`src/verilog/id_pkg.sv`:
```
package id_pkg;

   //////////////////////////////////////////////////
   // Widths fixed by the instruction set
   //////////////////////////////////////////////////

   localparam int NB_REG      = 32;
   localparam int NB_REG_ADDR = 5;
   localparam int NB_INM      = 16;
   localparam int NB_SHAMT    = 5;
   localparam int NB_J_INM    = 26;
   localparam int NB_OPCODE   = 6;
   localparam int NB_FUNC     = 6;
   localparam int NB_ALU_OP   = 4;

   // Link register for JAL
   localparam logic [NB_REG_ADDR-1:0] RA_REG = 5'd31;

   // Memory access size
   localparam logic [1:0] DSIZE_BYTE = 2'b00;
   localparam logic [1:0] DSIZE_HALF = 2'b01;
   localparam logic [1:0] DSIZE_WORD = 2'b10;

   //////////////////////////////////////////////////
   // Opcode, function and ALU encodings
   //////////////////////////////////////////////////

   typedef enum logic [NB_OPCODE-1:0] {
      R_INST = 6'b000000,
      LB     = 6'b100000,
      LH     = 6'b100001,
      LW     = 6'b100011,
      LBU    = 6'b100100,
      LHU    = 6'b100101,
      LWU    = 6'b100111,
      SB     = 6'b101000,
      SH     = 6'b101001,
      SW     = 6'b101011,
      ADDI   = 6'b001001,
      ANDI   = 6'b001100,
      ORI    = 6'b001101,
      XORI   = 6'b001110,
      LUI    = 6'b001111,
      SLTI   = 6'b001010,
      BEQ    = 6'b000100,
      BNE    = 6'b000101,
      J      = 6'b000010,
      JAL    = 6'b000011,
      HLT    = 6'b111111
   } opcode_e;

   typedef enum logic [NB_FUNC-1:0] {
      FUNC_SLL  = 6'b000000,
      FUNC_SRL  = 6'b000010,
      FUNC_SRA  = 6'b000011,
      FUNC_SLLV = 6'b000100,
      FUNC_SRLV = 6'b000110,
      FUNC_SRAV = 6'b000111,
      FUNC_ADDU = 6'b100001,
      FUNC_SUBU = 6'b100011,
      FUNC_AND  = 6'b100100,
      FUNC_OR   = 6'b100101,
      FUNC_XOR  = 6'b100110,
      FUNC_NOR  = 6'b100111,
      FUNC_SLT  = 6'b101010,
      FUNC_JR   = 6'b001000,
      FUNC_JALR = 6'b001001
   } func_e;

   typedef enum logic [NB_ALU_OP-1:0] {
      ADD    = 4'b0000,
      SUB    = 4'b0001,
      AND    = 4'b0010,
      OR     = 4'b0011,
      XOR    = 4'b0100,
      NOR    = 4'b0101,
      SRL    = 4'b0110,
      SLL    = 4'b0111,
      SRA    = 4'b1000,
      SLA    = 4'b1001,
      SLT    = 4'b1010,
      LUI_OP = 4'b1011
   } alu_op_e;

   //////////////////////////////////////////////////
   // Control words and port bundles
   //////////////////////////////////////////////////

   typedef struct packed {
      alu_op_e alu_op;
      logic    b_i;
      logic    s_u;
      logic    use_shamt;
   } ex_ctrl_t;

   typedef struct packed {
      logic       re;
      logic       we;
      logic       s_u;
      logic [1:0] dsize;
   } mem_ctrl_t;

   typedef struct packed {
      logic [NB_REG_ADDR-1:0] dest;
      logic                   reg_we;
      logic                   mem_alu;
      logic                   data_pc;
   } wb_ctrl_t;

   typedef struct packed {
      ex_ctrl_t  ex;
      mem_ctrl_t mem;
      wb_ctrl_t  wb;
      logic      is_branch;
      logic      bne;
      logic      jump_inm;
      logic      jump_rs;
      logic      rinst;
   } dec_ctrl_t;

   typedef struct packed {
      logic                   we;
      logic [NB_REG_ADDR-1:0] addr;
      logic [NB_REG-1:0]      data;
   } rf_wr_t;

   typedef struct packed {
      logic              sel_a;
      logic              sel_b;
      logic [NB_REG-1:0] data_a;
      logic [NB_REG-1:0] data_b;
   } fwd_t;

endpackage

```
`src/verilog/id_control_decode.sv`:
```
`timescale 1ns/1ps

module id_control_decode import id_pkg::*; (
   input  opcode_e                i_opcode,
   input  func_e                  i_func,
   input  logic [NB_REG_ADDR-1:0] i_rt,
   input  logic [NB_REG_ADDR-1:0] i_rd,
   output dec_ctrl_t              o_ctrl
);

   dec_ctrl_t              main;
   logic                   to_ra;
   alu_op_e                f_alu_op;
   logic                   f_shamt;
   logic                   f_data_pc;
   logic                   f_jump_rs;
   logic                   f_known;
   logic [NB_REG_ADDR-1:0] dest;

   //////////////////////////////////////////////////
   // Main table
   //////////////////////////////////////////////////

   always_comb begin
      main  = '0;
      to_ra = 1'b0;
      case (i_opcode)
         R_INST: begin
            main.rinst      = 1'b1;
            main.wb.reg_we  = 1'b1;
            main.wb.mem_alu = 1'b1;
         end
         LB, LH, LW, LBU, LHU, LWU: begin
            main.ex.b_i    = 1'b1;
            main.mem.re    = 1'b1;
            main.mem.s_u   = i_opcode inside {LBU, LHU, LWU};
            main.wb.reg_we = 1'b1;
         end
         SB, SH, SW: begin
            main.ex.b_i = 1'b1;
            main.mem.we = 1'b1;
         end
         ADDI, SLTI, ANDI, ORI, XORI, LUI: begin
            main.ex.b_i     = 1'b1;
            // Logic ops and LUI zero extend
            main.ex.s_u     = i_opcode inside {ANDI, ORI, XORI, LUI};
            main.wb.reg_we  = 1'b1;
            main.wb.mem_alu = 1'b1;
         end
         BEQ, BNE: begin
            main.ex.b_i     = 1'b1;
            main.is_branch  = 1'b1;
            main.bne        = (i_opcode == BNE);
         end
         J: begin
            main.jump_inm = 1'b1;
         end
         JAL: begin
            main.jump_inm   = 1'b1;
            to_ra           = 1'b1;
            main.wb.reg_we  = 1'b1;
            main.wb.data_pc = 1'b1;
         end
         default: begin
            main = '0;
         end
      endcase

      case (i_opcode)
         ADDI:    main.ex.alu_op = ADD;
         SLTI:    main.ex.alu_op = SLT;
         ANDI:    main.ex.alu_op = AND;
         ORI:     main.ex.alu_op = OR;
         XORI:    main.ex.alu_op = XOR;
         LUI:     main.ex.alu_op = LUI_OP;
         default: main.ex.alu_op = ADD;
      endcase

      case (i_opcode)
         LB, LBU, SB: main.mem.dsize = DSIZE_BYTE;
         LH, LHU, SH: main.mem.dsize = DSIZE_HALF;
         LW, LWU, SW: main.mem.dsize = DSIZE_WORD;
         default:     main.mem.dsize = DSIZE_BYTE;
      endcase
   end

   //////////////////////////////////////////////////
   // Function code table
   //////////////////////////////////////////////////

   always_comb begin
      f_known = 1'b1;
      case (i_func)
         FUNC_SLL, FUNC_SLLV:  f_alu_op = SLL;
         FUNC_SRL, FUNC_SRLV:  f_alu_op = SRL;
         FUNC_SRA, FUNC_SRAV:  f_alu_op = SRA;
         FUNC_ADDU:            f_alu_op = ADD;
         FUNC_SUBU:            f_alu_op = SUB;
         FUNC_AND:             f_alu_op = AND;
         FUNC_OR:              f_alu_op = OR;
         FUNC_XOR:             f_alu_op = XOR;
         FUNC_NOR:             f_alu_op = NOR;
         FUNC_SLT:             f_alu_op = SLT;
         FUNC_JR, FUNC_JALR:   f_alu_op = ADD;
         default: begin
            f_alu_op = ADD;
            f_known  = 1'b0;
         end
      endcase
      f_shamt   = i_func inside {FUNC_SLL, FUNC_SRL, FUNC_SRA};
      f_jump_rs = i_func inside {FUNC_JR, FUNC_JALR};
      f_data_pc = (i_func == FUNC_JALR);
   end

   // JAL links to r31 and I-type writes rt
   assign dest = to_ra ? RA_REG : (main.ex.b_i ? i_rt : i_rd);

   always_comb begin
      o_ctrl = main;
      if (main.rinst) begin
         o_ctrl.ex.alu_op    = f_alu_op;
         o_ctrl.ex.use_shamt = f_shamt;
         o_ctrl.wb.data_pc   = f_data_pc;
         o_ctrl.jump_rs      = f_jump_rs;
      end
      o_ctrl.wb.dest   = dest;
      o_ctrl.wb.reg_we = main.wb.reg_we && (dest != '0);
      if (main.rinst && !f_known) begin
         o_ctrl = '0;
      end
   end

endmodule

```
`src/verilog/id_regfile.sv`:
```
`timescale 1ns/1ps

module id_regfile import id_pkg::*; (
   input  logic                   i_clk,
   input  logic                   i_rst,
   input  logic                   i_en,
   input  rf_wr_t                 i_wr,
   input  logic [NB_REG_ADDR-1:0] i_rs,
   input  logic [NB_REG_ADDR-1:0] i_rt,
   output logic [NB_REG-1:0]      o_rd_a,
   output logic [NB_REG-1:0]      o_rd_b
);

   localparam int DEPTH = 1 << NB_REG_ADDR;

   logic [NB_REG-1:0] regs [DEPTH];
   logic              wr_go;

   assign wr_go = i_en && i_wr.we;

   always_ff @(posedge i_clk) begin
      if (i_rst) begin
         for (int k = 0; k < DEPTH; k++) begin
            regs[k] <= '0;
         end
      end else if (wr_go) begin
         regs[i_wr.addr] <= i_wr.data;
      end
   end

   // Write-through so a same cycle read sees the write-back value
   assign o_rd_a = (wr_go && (i_wr.addr == i_rs)) ? i_wr.data : regs[i_rs];
   assign o_rd_b = (wr_go && (i_wr.addr == i_rt)) ? i_wr.data : regs[i_rt];

   a_wr_addr_known: assert property (
      @(posedge i_clk) disable iff (i_rst)
      i_wr.we |-> !$isunknown(i_wr.addr)
   ) else $error("register file write with unknown address");

endmodule

```
`src/verilog/id_branch_resolve.sv`:
```
`timescale 1ns/1ps

module id_branch_resolve import id_pkg::*; (
   input  dec_ctrl_t             i_ctrl,
   input  logic [NB_REG-1:0]     i_rd_a,
   input  logic [NB_REG-1:0]     i_rd_b,
   input  fwd_t                  i_fwd,
   input  logic [NB_J_INM-1:0]   i_j_index,
   output logic                  o_branch,
   output logic                  o_branch_result,
   output logic                  o_jump_rs,
   output logic [NB_REG-1:0]     o_jump_rs_addr,
   output logic                  o_jump_inm,
   output logic [NB_J_INM-1:0]   o_jump_inm_addr,
   output logic                  o_take
);

   logic [NB_REG-1:0] cmp_a;
   logic [NB_REG-1:0] cmp_b;
   logic              equal;
   logic              outcome;

   // Operands from later stages override the register file
   assign cmp_a = i_fwd.sel_a ? i_fwd.data_a : i_rd_a;
   assign cmp_b = i_fwd.sel_b ? i_fwd.data_b : i_rd_b;

   assign equal   = (cmp_a == cmp_b);
   assign outcome = i_ctrl.bne ? !equal : equal;

   assign o_branch        = i_ctrl.is_branch;
   assign o_branch_result = i_ctrl.is_branch && outcome;

   assign o_jump_rs       = i_ctrl.jump_rs;
   assign o_jump_rs_addr  = i_rd_a;
   assign o_jump_inm      = i_ctrl.jump_inm;
   assign o_jump_inm_addr = i_j_index;

   // Next instruction gets squashed
   assign o_take = o_branch_result || i_ctrl.jump_rs || i_ctrl.jump_inm;

endmodule

```
`src/verilog/id_stage_reg.sv`:
```
`timescale 1ns/1ps

module id_stage_reg import id_pkg::*; (
   input  logic                 i_clk,
   input  logic                 i_rst,
   input  logic                 i_en,
   input  logic [NB_REG-1:0]    i_pc,
   input  logic [NB_REG-1:0]    i_rd_a,
   input  logic [NB_REG-1:0]    i_rd_b,
   input  logic [NB_INM-1:0]    i_inm,
   input  logic [NB_SHAMT-1:0]  i_shamt,
   input  dec_ctrl_t            i_ctrl,
   input  logic                 i_take,
   output logic [NB_REG-1:0]    o_pc,
   output logic [NB_REG-1:0]    o_a,
   output logic [NB_REG-1:0]    o_b,
   output logic [NB_INM-1:0]    o_inm,
   output logic [NB_SHAMT-1:0]  o_shamt,
   output ex_ctrl_t             o_ex,
   output mem_ctrl_t            o_mem,
   output wb_ctrl_t             o_wb,
   output logic                 o_nop
);

   always_ff @(posedge i_clk) begin
      if (i_rst) begin
         o_pc    <= '0;
         o_a     <= '0;
         o_b     <= '0;
         o_inm   <= '0;
         o_shamt <= '0;
         o_ex    <= '0;
         o_mem   <= '0;
         o_wb    <= '0;
         o_nop   <= 1'b0;
      end else if (i_en) begin
         o_pc    <= i_pc;
         o_a     <= i_rd_a;
         o_b     <= i_rd_b;
         o_inm   <= i_inm;
         o_shamt <= i_shamt;
         o_ex    <= i_ctrl.ex;
         o_mem   <= i_ctrl.mem;
         o_wb    <= i_ctrl.wb;
         // Squash flag for the instruction behind a taken branch or jump
         o_nop   <= i_take;
      end
   end

   // r0 writes are dropped in the decoder
   a_no_r0_write: assert property (
      @(posedge i_clk) disable iff (i_rst)
      o_wb.reg_we |-> (o_wb.dest != '0)
   ) else $error("write-back control targets r0");

endmodule

```
`src/verilog/instruction_decode.sv`:
```
`timescale 1ns/1ps

module instruction_decode import id_pkg::*; (
   input  logic                 i_clk,
   input  logic                 i_rst,
   input  logic                 i_valid,
   input  logic [NB_REG-1:0]    i_instruction,
   input  logic [NB_REG-1:0]    i_pc,
   input  rf_wr_t               i_wr,
   input  fwd_t                 i_fwd,
   output logic                 o_run,
   output logic                 o_branch,
   output logic                 o_branch_result,
   output logic                 o_jump_rs,
   output logic [NB_REG-1:0]    o_jump_rs_addr,
   output logic                 o_jump_inm,
   output logic [NB_J_INM-1:0]  o_jump_inm_addr,
   output logic                 o_rinst,
   output logic                 o_store,
   output logic [NB_REG-1:0]    o_pc,
   output logic [NB_REG-1:0]    o_a,
   output logic [NB_REG-1:0]    o_b,
   output logic [NB_INM-1:0]    o_inm,
   output logic [NB_SHAMT-1:0]  o_shamt,
   output ex_ctrl_t             o_ex,
   output mem_ctrl_t            o_mem,
   output wb_ctrl_t             o_wb,
   output logic                 o_nop
);

   opcode_e                opcode;
   func_e                  func;
   logic [NB_REG_ADDR-1:0] rs;
   logic [NB_REG_ADDR-1:0] rt;
   logic [NB_REG_ADDR-1:0] rd;
   logic [NB_INM-1:0]      inm;
   logic [NB_SHAMT-1:0]    shamt;
   logic [NB_J_INM-1:0]    j_index;
   logic                   run;
   dec_ctrl_t              ctrl;
   logic [NB_REG-1:0]      rd_a;
   logic [NB_REG-1:0]      rd_b;
   logic                   take;

   //////////////////////////////////////////////////
   // Instruction fields
   //////////////////////////////////////////////////

   assign opcode  = opcode_e'(i_instruction[NB_REG-1 -: NB_OPCODE]);
   assign rs      = i_instruction[25 -: NB_REG_ADDR];
   assign rt      = i_instruction[20 -: NB_REG_ADDR];
   assign rd      = i_instruction[15 -: NB_REG_ADDR];
   assign shamt   = i_instruction[10 -: NB_SHAMT];
   assign func    = func_e'(i_instruction[NB_FUNC-1:0]);
   assign inm     = i_instruction[NB_INM-1:0];
   assign j_index = i_instruction[NB_J_INM-1:0];

   // Stage freezes on HLT or no valid instruction
   assign run   = i_valid && (opcode != HLT);
   assign o_run = run;

   assign o_rinst = ctrl.rinst;
   assign o_store = ctrl.mem.we;

   id_control_decode u_control_decode (
      .i_opcode (opcode),
      .i_func   (func),
      .i_rt     (rt),
      .i_rd     (rd),
      .o_ctrl   (ctrl)
   );

   id_regfile u_regfile (
      .i_clk  (i_clk),
      .i_rst  (i_rst),
      .i_en   (run),
      .i_wr   (i_wr),
      .i_rs   (rs),
      .i_rt   (rt),
      .o_rd_a (rd_a),
      .o_rd_b (rd_b)
   );

   id_branch_resolve u_branch_resolve (
      .i_ctrl          (ctrl),
      .i_rd_a          (rd_a),
      .i_rd_b          (rd_b),
      .i_fwd           (i_fwd),
      .i_j_index       (j_index),
      .o_branch        (o_branch),
      .o_branch_result (o_branch_result),
      .o_jump_rs       (o_jump_rs),
      .o_jump_rs_addr  (o_jump_rs_addr),
      .o_jump_inm      (o_jump_inm),
      .o_jump_inm_addr (o_jump_inm_addr),
      .o_take          (take)
   );

   id_stage_reg u_stage_reg (
      .i_clk   (i_clk),
      .i_rst   (i_rst),
      .i_en    (run),
      .i_pc    (i_pc),
      .i_rd_a  (rd_a),
      .i_rd_b  (rd_b),
      .i_inm   (inm),
      .i_shamt (shamt),
      .i_ctrl  (ctrl),
      .i_take  (take),
      .o_pc    (o_pc),
      .o_a     (o_a),
      .o_b     (o_b),
      .o_inm   (o_inm),
      .o_shamt (o_shamt),
      .o_ex    (o_ex),
      .o_mem   (o_mem),
      .o_wb    (o_wb),
      .o_nop   (o_nop)
   );

endmodule

```
`config.mk`:
```
export PLATFORM = sky130hd
export DESIGN_NAME = instruction_decode
export DESIGN_NICKNAME = d
export VERILOG_FILES = /design/src/verilog/id_pkg.sv /design/src/verilog/id_control_decode.sv /design/src/verilog/id_regfile.sv /design/src/verilog/id_branch_resolve.sv /design/src/verilog/id_stage_reg.sv /design/src/verilog/instruction_decode.sv
export SDC_FILE = /design/constraint.sdc
export NUM_CORES = 2
export LEC_CHECK = 0
export ABC_CLOCK_PERIOD_IN_PS = 4500
export BUFFER_PORTS_ARGS = -buffer_cell sky130_fd_sc_hd__buf_2
export CORE_ASPECT_RATIO = 2
export CORE_UTILIZATION = 40
export DETAILED_ROUTE_END_ITERATION = 16
export SYNTH_ARGS = -nofsm -noshare
export SYNTH_HDL_FRONTEND = slang
export SYNTH_HIERARCHICAL = 1
export SYNTH_SLANG_ARGS = --single-unit
```
`constraint.sdc`:
```
create_clock -name i_clk -period 4.5 [get_ports i_clk]
set_input_delay 0.675 -clock i_clk [delete_from_list [all_inputs] [get_ports i_clk]]
set_output_delay 0.675 -clock i_clk [all_outputs]
set_load 0.02 [all_outputs]
```
Word level (Yosys, flattened, before mapping)
Memories as Yosys holds them, arrays and structs flattened.
Index checks and enable logic that the tools add are counted.
Word-level totals
  bits in writable memories: 1024
  memories: 1
  bits in latches: 0
  register bits: 138
  memory bits (read-only): 0
  output and inout bits: 203
  input bits: 171
Cells by class
  divide/modulo/power cells: 0
  multiplexer cells: 35
  magnitude comparators: 0
  $mul: 0
  shift-type cells: 0
  bitwise logic cells: 0
  add/subtract/negate cells: 0
  equal/unequal tests: 37
  reductions and logical operators: 33
Memory list
  u_regfile.regs: depth 32, width 32, rd ports 2, clocked after memory_dff 0, wr ports 32, line id_regfile.sv:16  | logic [NB_REG-1:0] regs [DEPTH];
Operator list (count)
  32-bit two-way mux: 5
  6-bit equality test, second input constant: 16
  6-bit by 4-bit equality test with 1-bit output, second input constant: 8
  4-bit case mux with 9 select lines: 1
  32-bit equality test: 1
  32-bit OR reduction: 1
  6-bit by 3-bit equality test with 1-bit output, second input constant: 5
  25-bit two-way mux: 1
  6-bit by 2-bit equality test with 1-bit output, second input constant: 4
  1-bit two-way mux: 21
  4-bit case mux with 5 select lines: 1
  17-bit OR reduction: 1
  5-bit two-way mux: 3
  15-bit OR reduction: 1
  14-bit OR reduction: 1
  6-bit logical NOT: 2
  6-bit OR reduction: 2
  5-bit equality test: 2
  2-bit OR reduction: 5
  3-bit OR reduction: 3
  1-bit logical AND: 7
  7-bit OR reduction: 1
  6-bit != test, second input constant: 1
  3-bit nonzero test: 2
  other kinds (8): 10

Logic depth before layout (Yosys ltp)
  depth in word-level cells: 12
  mapped depth: 16
  gate-level depth less buffers: 14

By module
The synthesis kept the hierarchy.
By module, submodules not included
  id_regfile: seq. area each 30749.5 um2, cells an instance 4475, times used 1, area each 56301.5 um2
  id_stage_reg: seq. area each 2762.6 um2, cells an instance 445, times used 1, area each 5008.6 um2
  id_branch_resolve: seq. area each 0.0 um2, cells an instance 180, times used 1, area each 1605.3 um2
  id_control_decode: seq. area each 0.0 um2, cells an instance 100, times used 1, area each 640.6 um2
  instruction_decode: seq. area each 0.0 um2, cells an instance 3, times used 1, area each 17.5 um2

Worst setup path after synthesis
OpenSTA, ideal clock, no wires.
  kind: input to output
  start point: input i_instruction[31]
  end point: output o_branch_result
  path buffers: 1
  required time: 3.825 ns
  stages on the path: 12
  arrival: 3.659 ns
  slack: 0.166 ns
  path through: nand4_1 -> o21a_1 -> nand2_1 -> a221oi_1 -> nand2_1 -> clkbuf_1 -> mux2_1 -> mux2i_1 -> xnor2_1 -> nand4_1 -> or4_4 -> o31ai_1
Between the ends
  longest elaborated chain between the ends: 10
Ends and longest elaborated chain
  start, declared: line instruction_decode.sv:7  | input logic [NB_REG-1:0] i_instruction,
  6-bit != test *: line instruction_decode.sv:59  | assign run = i_valid && (opcode != HLT);
  1-bit logical AND *: line instruction_decode.sv:59
  via o_run: line instruction_decode.sv:11  | output logic o_run,
  1-bit logical AND *: line id_regfile.sv:19  | assign wr_go = i_en && i_wr.we;
  1-bit logical AND *: line id_regfile.sv:32  | assign o_rd_a = (wr_go && (i_wr.addr == i_rs)) ? i_wr.data : regs[i_rs];
  32-bit two-way mux *: line id_regfile.sv:32
  via rd_a[15]: line instruction_decode.sv:41  | logic [NB_REG-1:0] rd_a;
  32-bit two-way mux *: line id_branch_resolve.sv:24  | assign cmp_a = i_fwd.sel_a ? i_fwd.data_a : i_rd_a;
  32-bit equality test *: line id_branch_resolve.sv:27  | assign equal = (cmp_a == cmp_b);
  1-bit logical NOT: line id_branch_resolve.sv:28  | assign outcome = i_ctrl.bne ? !equal : equal;
  1-bit two-way mux *: line id_branch_resolve.sv:28
  1-bit logical AND *: line id_branch_resolve.sv:31  | assign o_branch_result = i_ctrl.is_branch && outcome;
  end, declared: line instruction_decode.sv:13  | output logic o_branch_result,
Mark *: on every way through the listed nets, which the timed path passes. The rest lies on a longest branch.

Worst setup path after layout
  start point: input i_instruction[16]
  end point: output o_branch_result
Between the ends
  longest elaborated chain between the ends: 8
Ends and longest elaborated chain
  parallel branches: the longest is 2 deep, another holds memory read 32 x 32 bit
  32-bit two-way mux *: line id_regfile.sv:33  | assign o_rd_b = (wr_go && (i_wr.addr == i_rt)) ? i_wr.data : regs[i_rt];
  via rd_b[8]: line instruction_decode.sv:42  | logic [NB_REG-1:0] rd_b;
  32-bit two-way mux *: line id_branch_resolve.sv:25  | assign cmp_b = i_fwd.sel_b ? i_fwd.data_b : i_rd_b;
  32-bit equality test *: line id_branch_resolve.sv:27
  1-bit logical NOT: line id_branch_resolve.sv:28
  1-bit two-way mux *: line id_branch_resolve.sv:28
  1-bit logical AND *: line id_branch_resolve.sv:31
Mark *: on every way through the listed nets, which the timed path passes.

==> impl_results.md <==
- CP most frequent cell: buf_16
- Initial antenna violation count: 31
- Setup crit end kind: output pin
- Fin crit share: 120.0%
- Initial core utilization: 40.30%
- DR vias/cell: 6.218
- Static leakage: 31.02 nW
- Cts hold-fix bufs: 0
- Net Count, Synth: 5374
- Worst Path Arrival: 4.72 ns
- First-pass DRT Iterations: 6
- Post-synthesis area per instance: 12.22 um^2
- Pin count of the biggest net entering global routing: 86
- Drt drc: 0
- CP Data Required Time: 3.83 ns
- Nets: 5939
- Max-slew headroom: 11.27%
- H-tree Lvls: 3
- Worst path bufs/invs: 6
- Setup TNS: -1.742 ns
- Clock skew: 0.03014 ns
- Post-synth cell types: 57
- Layout cell share with drive strength beyond 1: 24.70%
- Crit-path max FO: 21
- Die width: 283.9 um
- Grt ovf: 0
- CP max stage cell: or4_4
- Total clock sinks: 1162
- Core Region: 157700 um^2
- Inserted Clock Buffers: 109
- Worst vdd ir: 0.3536 mV
- Max-slew violation count: 0
- Peak Freq: 0.1852 GHz
- Yosys top cell area share: 48.37%
- Wirelength per Cell: 34.66 um
- Clock Tree Buf Depth: 3
- Most frequent cells in the layout: mux2i_1 (1218), and2_1 (1027), edfxtp_1 (1024)
- Die area: 160600 um^2
- Area grow syn2layout: 20.11%
- CTS tree: yes
- Io pins: 374
- Post-DRT Antenna Nets: 0
- WS Path Type: in -> out
- YS warnings: 6
- Hold WC Path Type: in -> reg
- Placer Congestion: 0.9490
- Fillers: 14003
- Synthesized instance count: 5203
- Post-DP HPWL: 179300 um
- First-pass GRT wire length: 374300 um
- Vias in the first global route: 49034
- CP cell instances: buf_16 -> buf_16 -> buf_16 -> buf_12 -> mux2i_1 -> a22o_1 -> a221oi_1 -> o22ai_1 -> o31ai_4 -> mux2i_1 -> xnor2_2 -> nand4_1 -> or4_4 -> o211ai_1 -> buf_4 -> o31ai_4 -> buf_6
- CP max stage delay: 0.54 ns
- Final min period: 5.400 ns
- Global Route Usage Sum: 33.36%
- Num rows: 206
- Endpoints failing setup: 2
- Max-Cap Viols: 0
- Sequential area share after synthesis: 52.71%
- Post-synthesis register bit count: 1162
- Failing checks: negative setup slack
- IO Port Bufs: 373
- Worst setup margin: -0.8996 ns
- Clock latency on the worst-skew pair: 0.74 ns
- CP top delay family: compound AO/OA/AOI/OAI gates
- Commonest non-fill, non-tap cell in the layout: mux2i_1
- CTS root buf: clkbuf_16
- Cell Area, Synth: 63570 um^2
- Cell taking the most area after synthesis: edfxtp_1
- Worst hold margin: 0.1719 ns
- Final Hold Fails: 0
- Clk slew on worst S/H paths: 0.07 ns
- DR iter-0 viols: 5315
- Drt total wl: 276100 um
- Synth area leaders: edfxtp_1 (48%), mux2i_1 (19%), and2_1 (10%)
- Slew @ Worst Pin: 1.331 ns
- Die Height: 565.8 um
- Via Count: 49530
- Outcome: complete, but fails checks
- CP startpoint kind: primary input
- RSZ-0062 raised after global routing: yes
- Power Density: 356.7 nW/um^2
stage by stage:
stage	power, mW	util (%)	area, um^2	cells	worst slack [ns]
2_1_floorplan	15.12	-	63570	5203	0.1665
3_5_place_dp	17.18	44.58	70320	7658	-1.590
3_3_place_gp	17.13	44.58	70320	7658	-1.543
4_1_cts	27.09	47.89	75540	7923	-0.8044
5_1_grt	27.83	48.37	76310	7946	-0.8477
6_report	27.24	48.41	76360	7966	-0.8996
tightest hold or removal path, stage by stage:
cell     delay, ns
buf_2         0.07
mux2i_1       0.05
nor2_1        0.07
area by class of cell:
class / instances / area [um^2] / area share (%)
antenna: 23 / 57.56 / 0.07538
clock inverter: 72 / 802.0 / 1.050
timing repair buffer: 1021 / 8149 / 10.67
multi-input combinational: 3470 / 28340 / 37.11
sequential: 1162 / 33510 / 43.89
tap: 2080 / 2603 / 3.408
clock buffer: 134 / 2882 / 3.774
inverter: 4 / 15.01 / 0.01966
report_power, final:
group / switching [mW] / total, mW / internal, mW
Combinational: 2.92 / 4.77 / 1.84
Clock: 4.39 / 9.83 / 5.43
Sequential: 0.336 / 12.6 / 12.3
Total: 7.65 / 27.2 / 19.6
synthesized netlist by cell type, drive strengths merged:
library cell	n
a2111oi	1
a211oi	2
a21oi	135
a221oi	130
a22o	128
a22oi	257
a31oi	3
and2	1029
and2b	2
and3	3
buf	229
clkbuf	338
dfxtp	138
edfxtp	1024
inv	4
mux2	32
mux2i	1232
nand2	52
nand2b	7
nand3	12
nand3b	1
nand4	10
nor2	185
nor2b	7
nor3	9
nor3b	2
nor4	35
nor4b	3
o211a	1
o211ai	2
o21a	2
o21ai	4
o21bai	1
o22ai	65
o311ai	1
o31a	2
o31ai	33
o32ai	1
or2	35
or3	3
or4	2
xnor2	36
xor2	5
metal layers:
metal | wire length, um | share of wire (%) | track usage [%] | up-vias
li1 | - | - | - | 20426
met1 | 93710 | 34 | 36.55 | 24676
met2 | 131900 | 48 | 55.83 | 3302
met3 | 24280 | 8.8 | 6.006 | 1120
met4 | 26100 | 9.5 | 28.98 | 6
met5 | 46 | 0.017 | 0 | -
path summary, 6_finish.rpt:
kind                                  startpoint                           endpoint  slack, ns  cells after the start
max                            i_instruction[16]                    o_branch_result      -0.90                     17
min                                     i_pc[12]  u_stage_reg/o_pc[12]$_SDFFE_PP0P_       0.17                      3
max reg2reg  u_regfile/regs[24][0]$_SDFFCE_PN0P_     u_stage_reg/o_nop$_SDFFE_PP0P_      -0.54                     30
min reg2reg    u_stage_reg/o_pc[31]$_SDFFE_PP0P_  u_stage_reg/o_pc[31]$_SDFFE_PP0P_       0.49                      2
kinds of logic (layout without fill, tap and decap cells):
logic type | after synthesis | count (layout) | share of synthesized area, %
and+or+nand+nor | 1397 | 1397 | 12.86
muxes | 1264 | 1264 | 19.96
DFF | 1162 | 1162 | 52.71
AOI/OAI and AO/OA | 768 | 768 | 8.949
buffers and inverters | 571 | 1231 | 4.950
xor gates and xnor gates | 41 | 41 | 0.5648
other | 0 | 23 | 0
state kept, by name, indices dropped and copies added, names as in the netlist, 7 cells and up:
register	count
u_regfile/regs	1024
u_stage_reg/o_a	32
u_stage_reg/o_b	32
u_stage_reg/o_ex	7
u_stage_reg/o_inm	16
u_stage_reg/o_pc	32
u_stage_reg/o_wb	8
what timing repair did:
action	4_1_cts	5_1_grt
gates resized for setup	180	106
setup buffers	54	19
pin swaps	30	50
setup endpoints to repair	2	2
gates cloned	6	4
(Power assumes the default switching activity.)
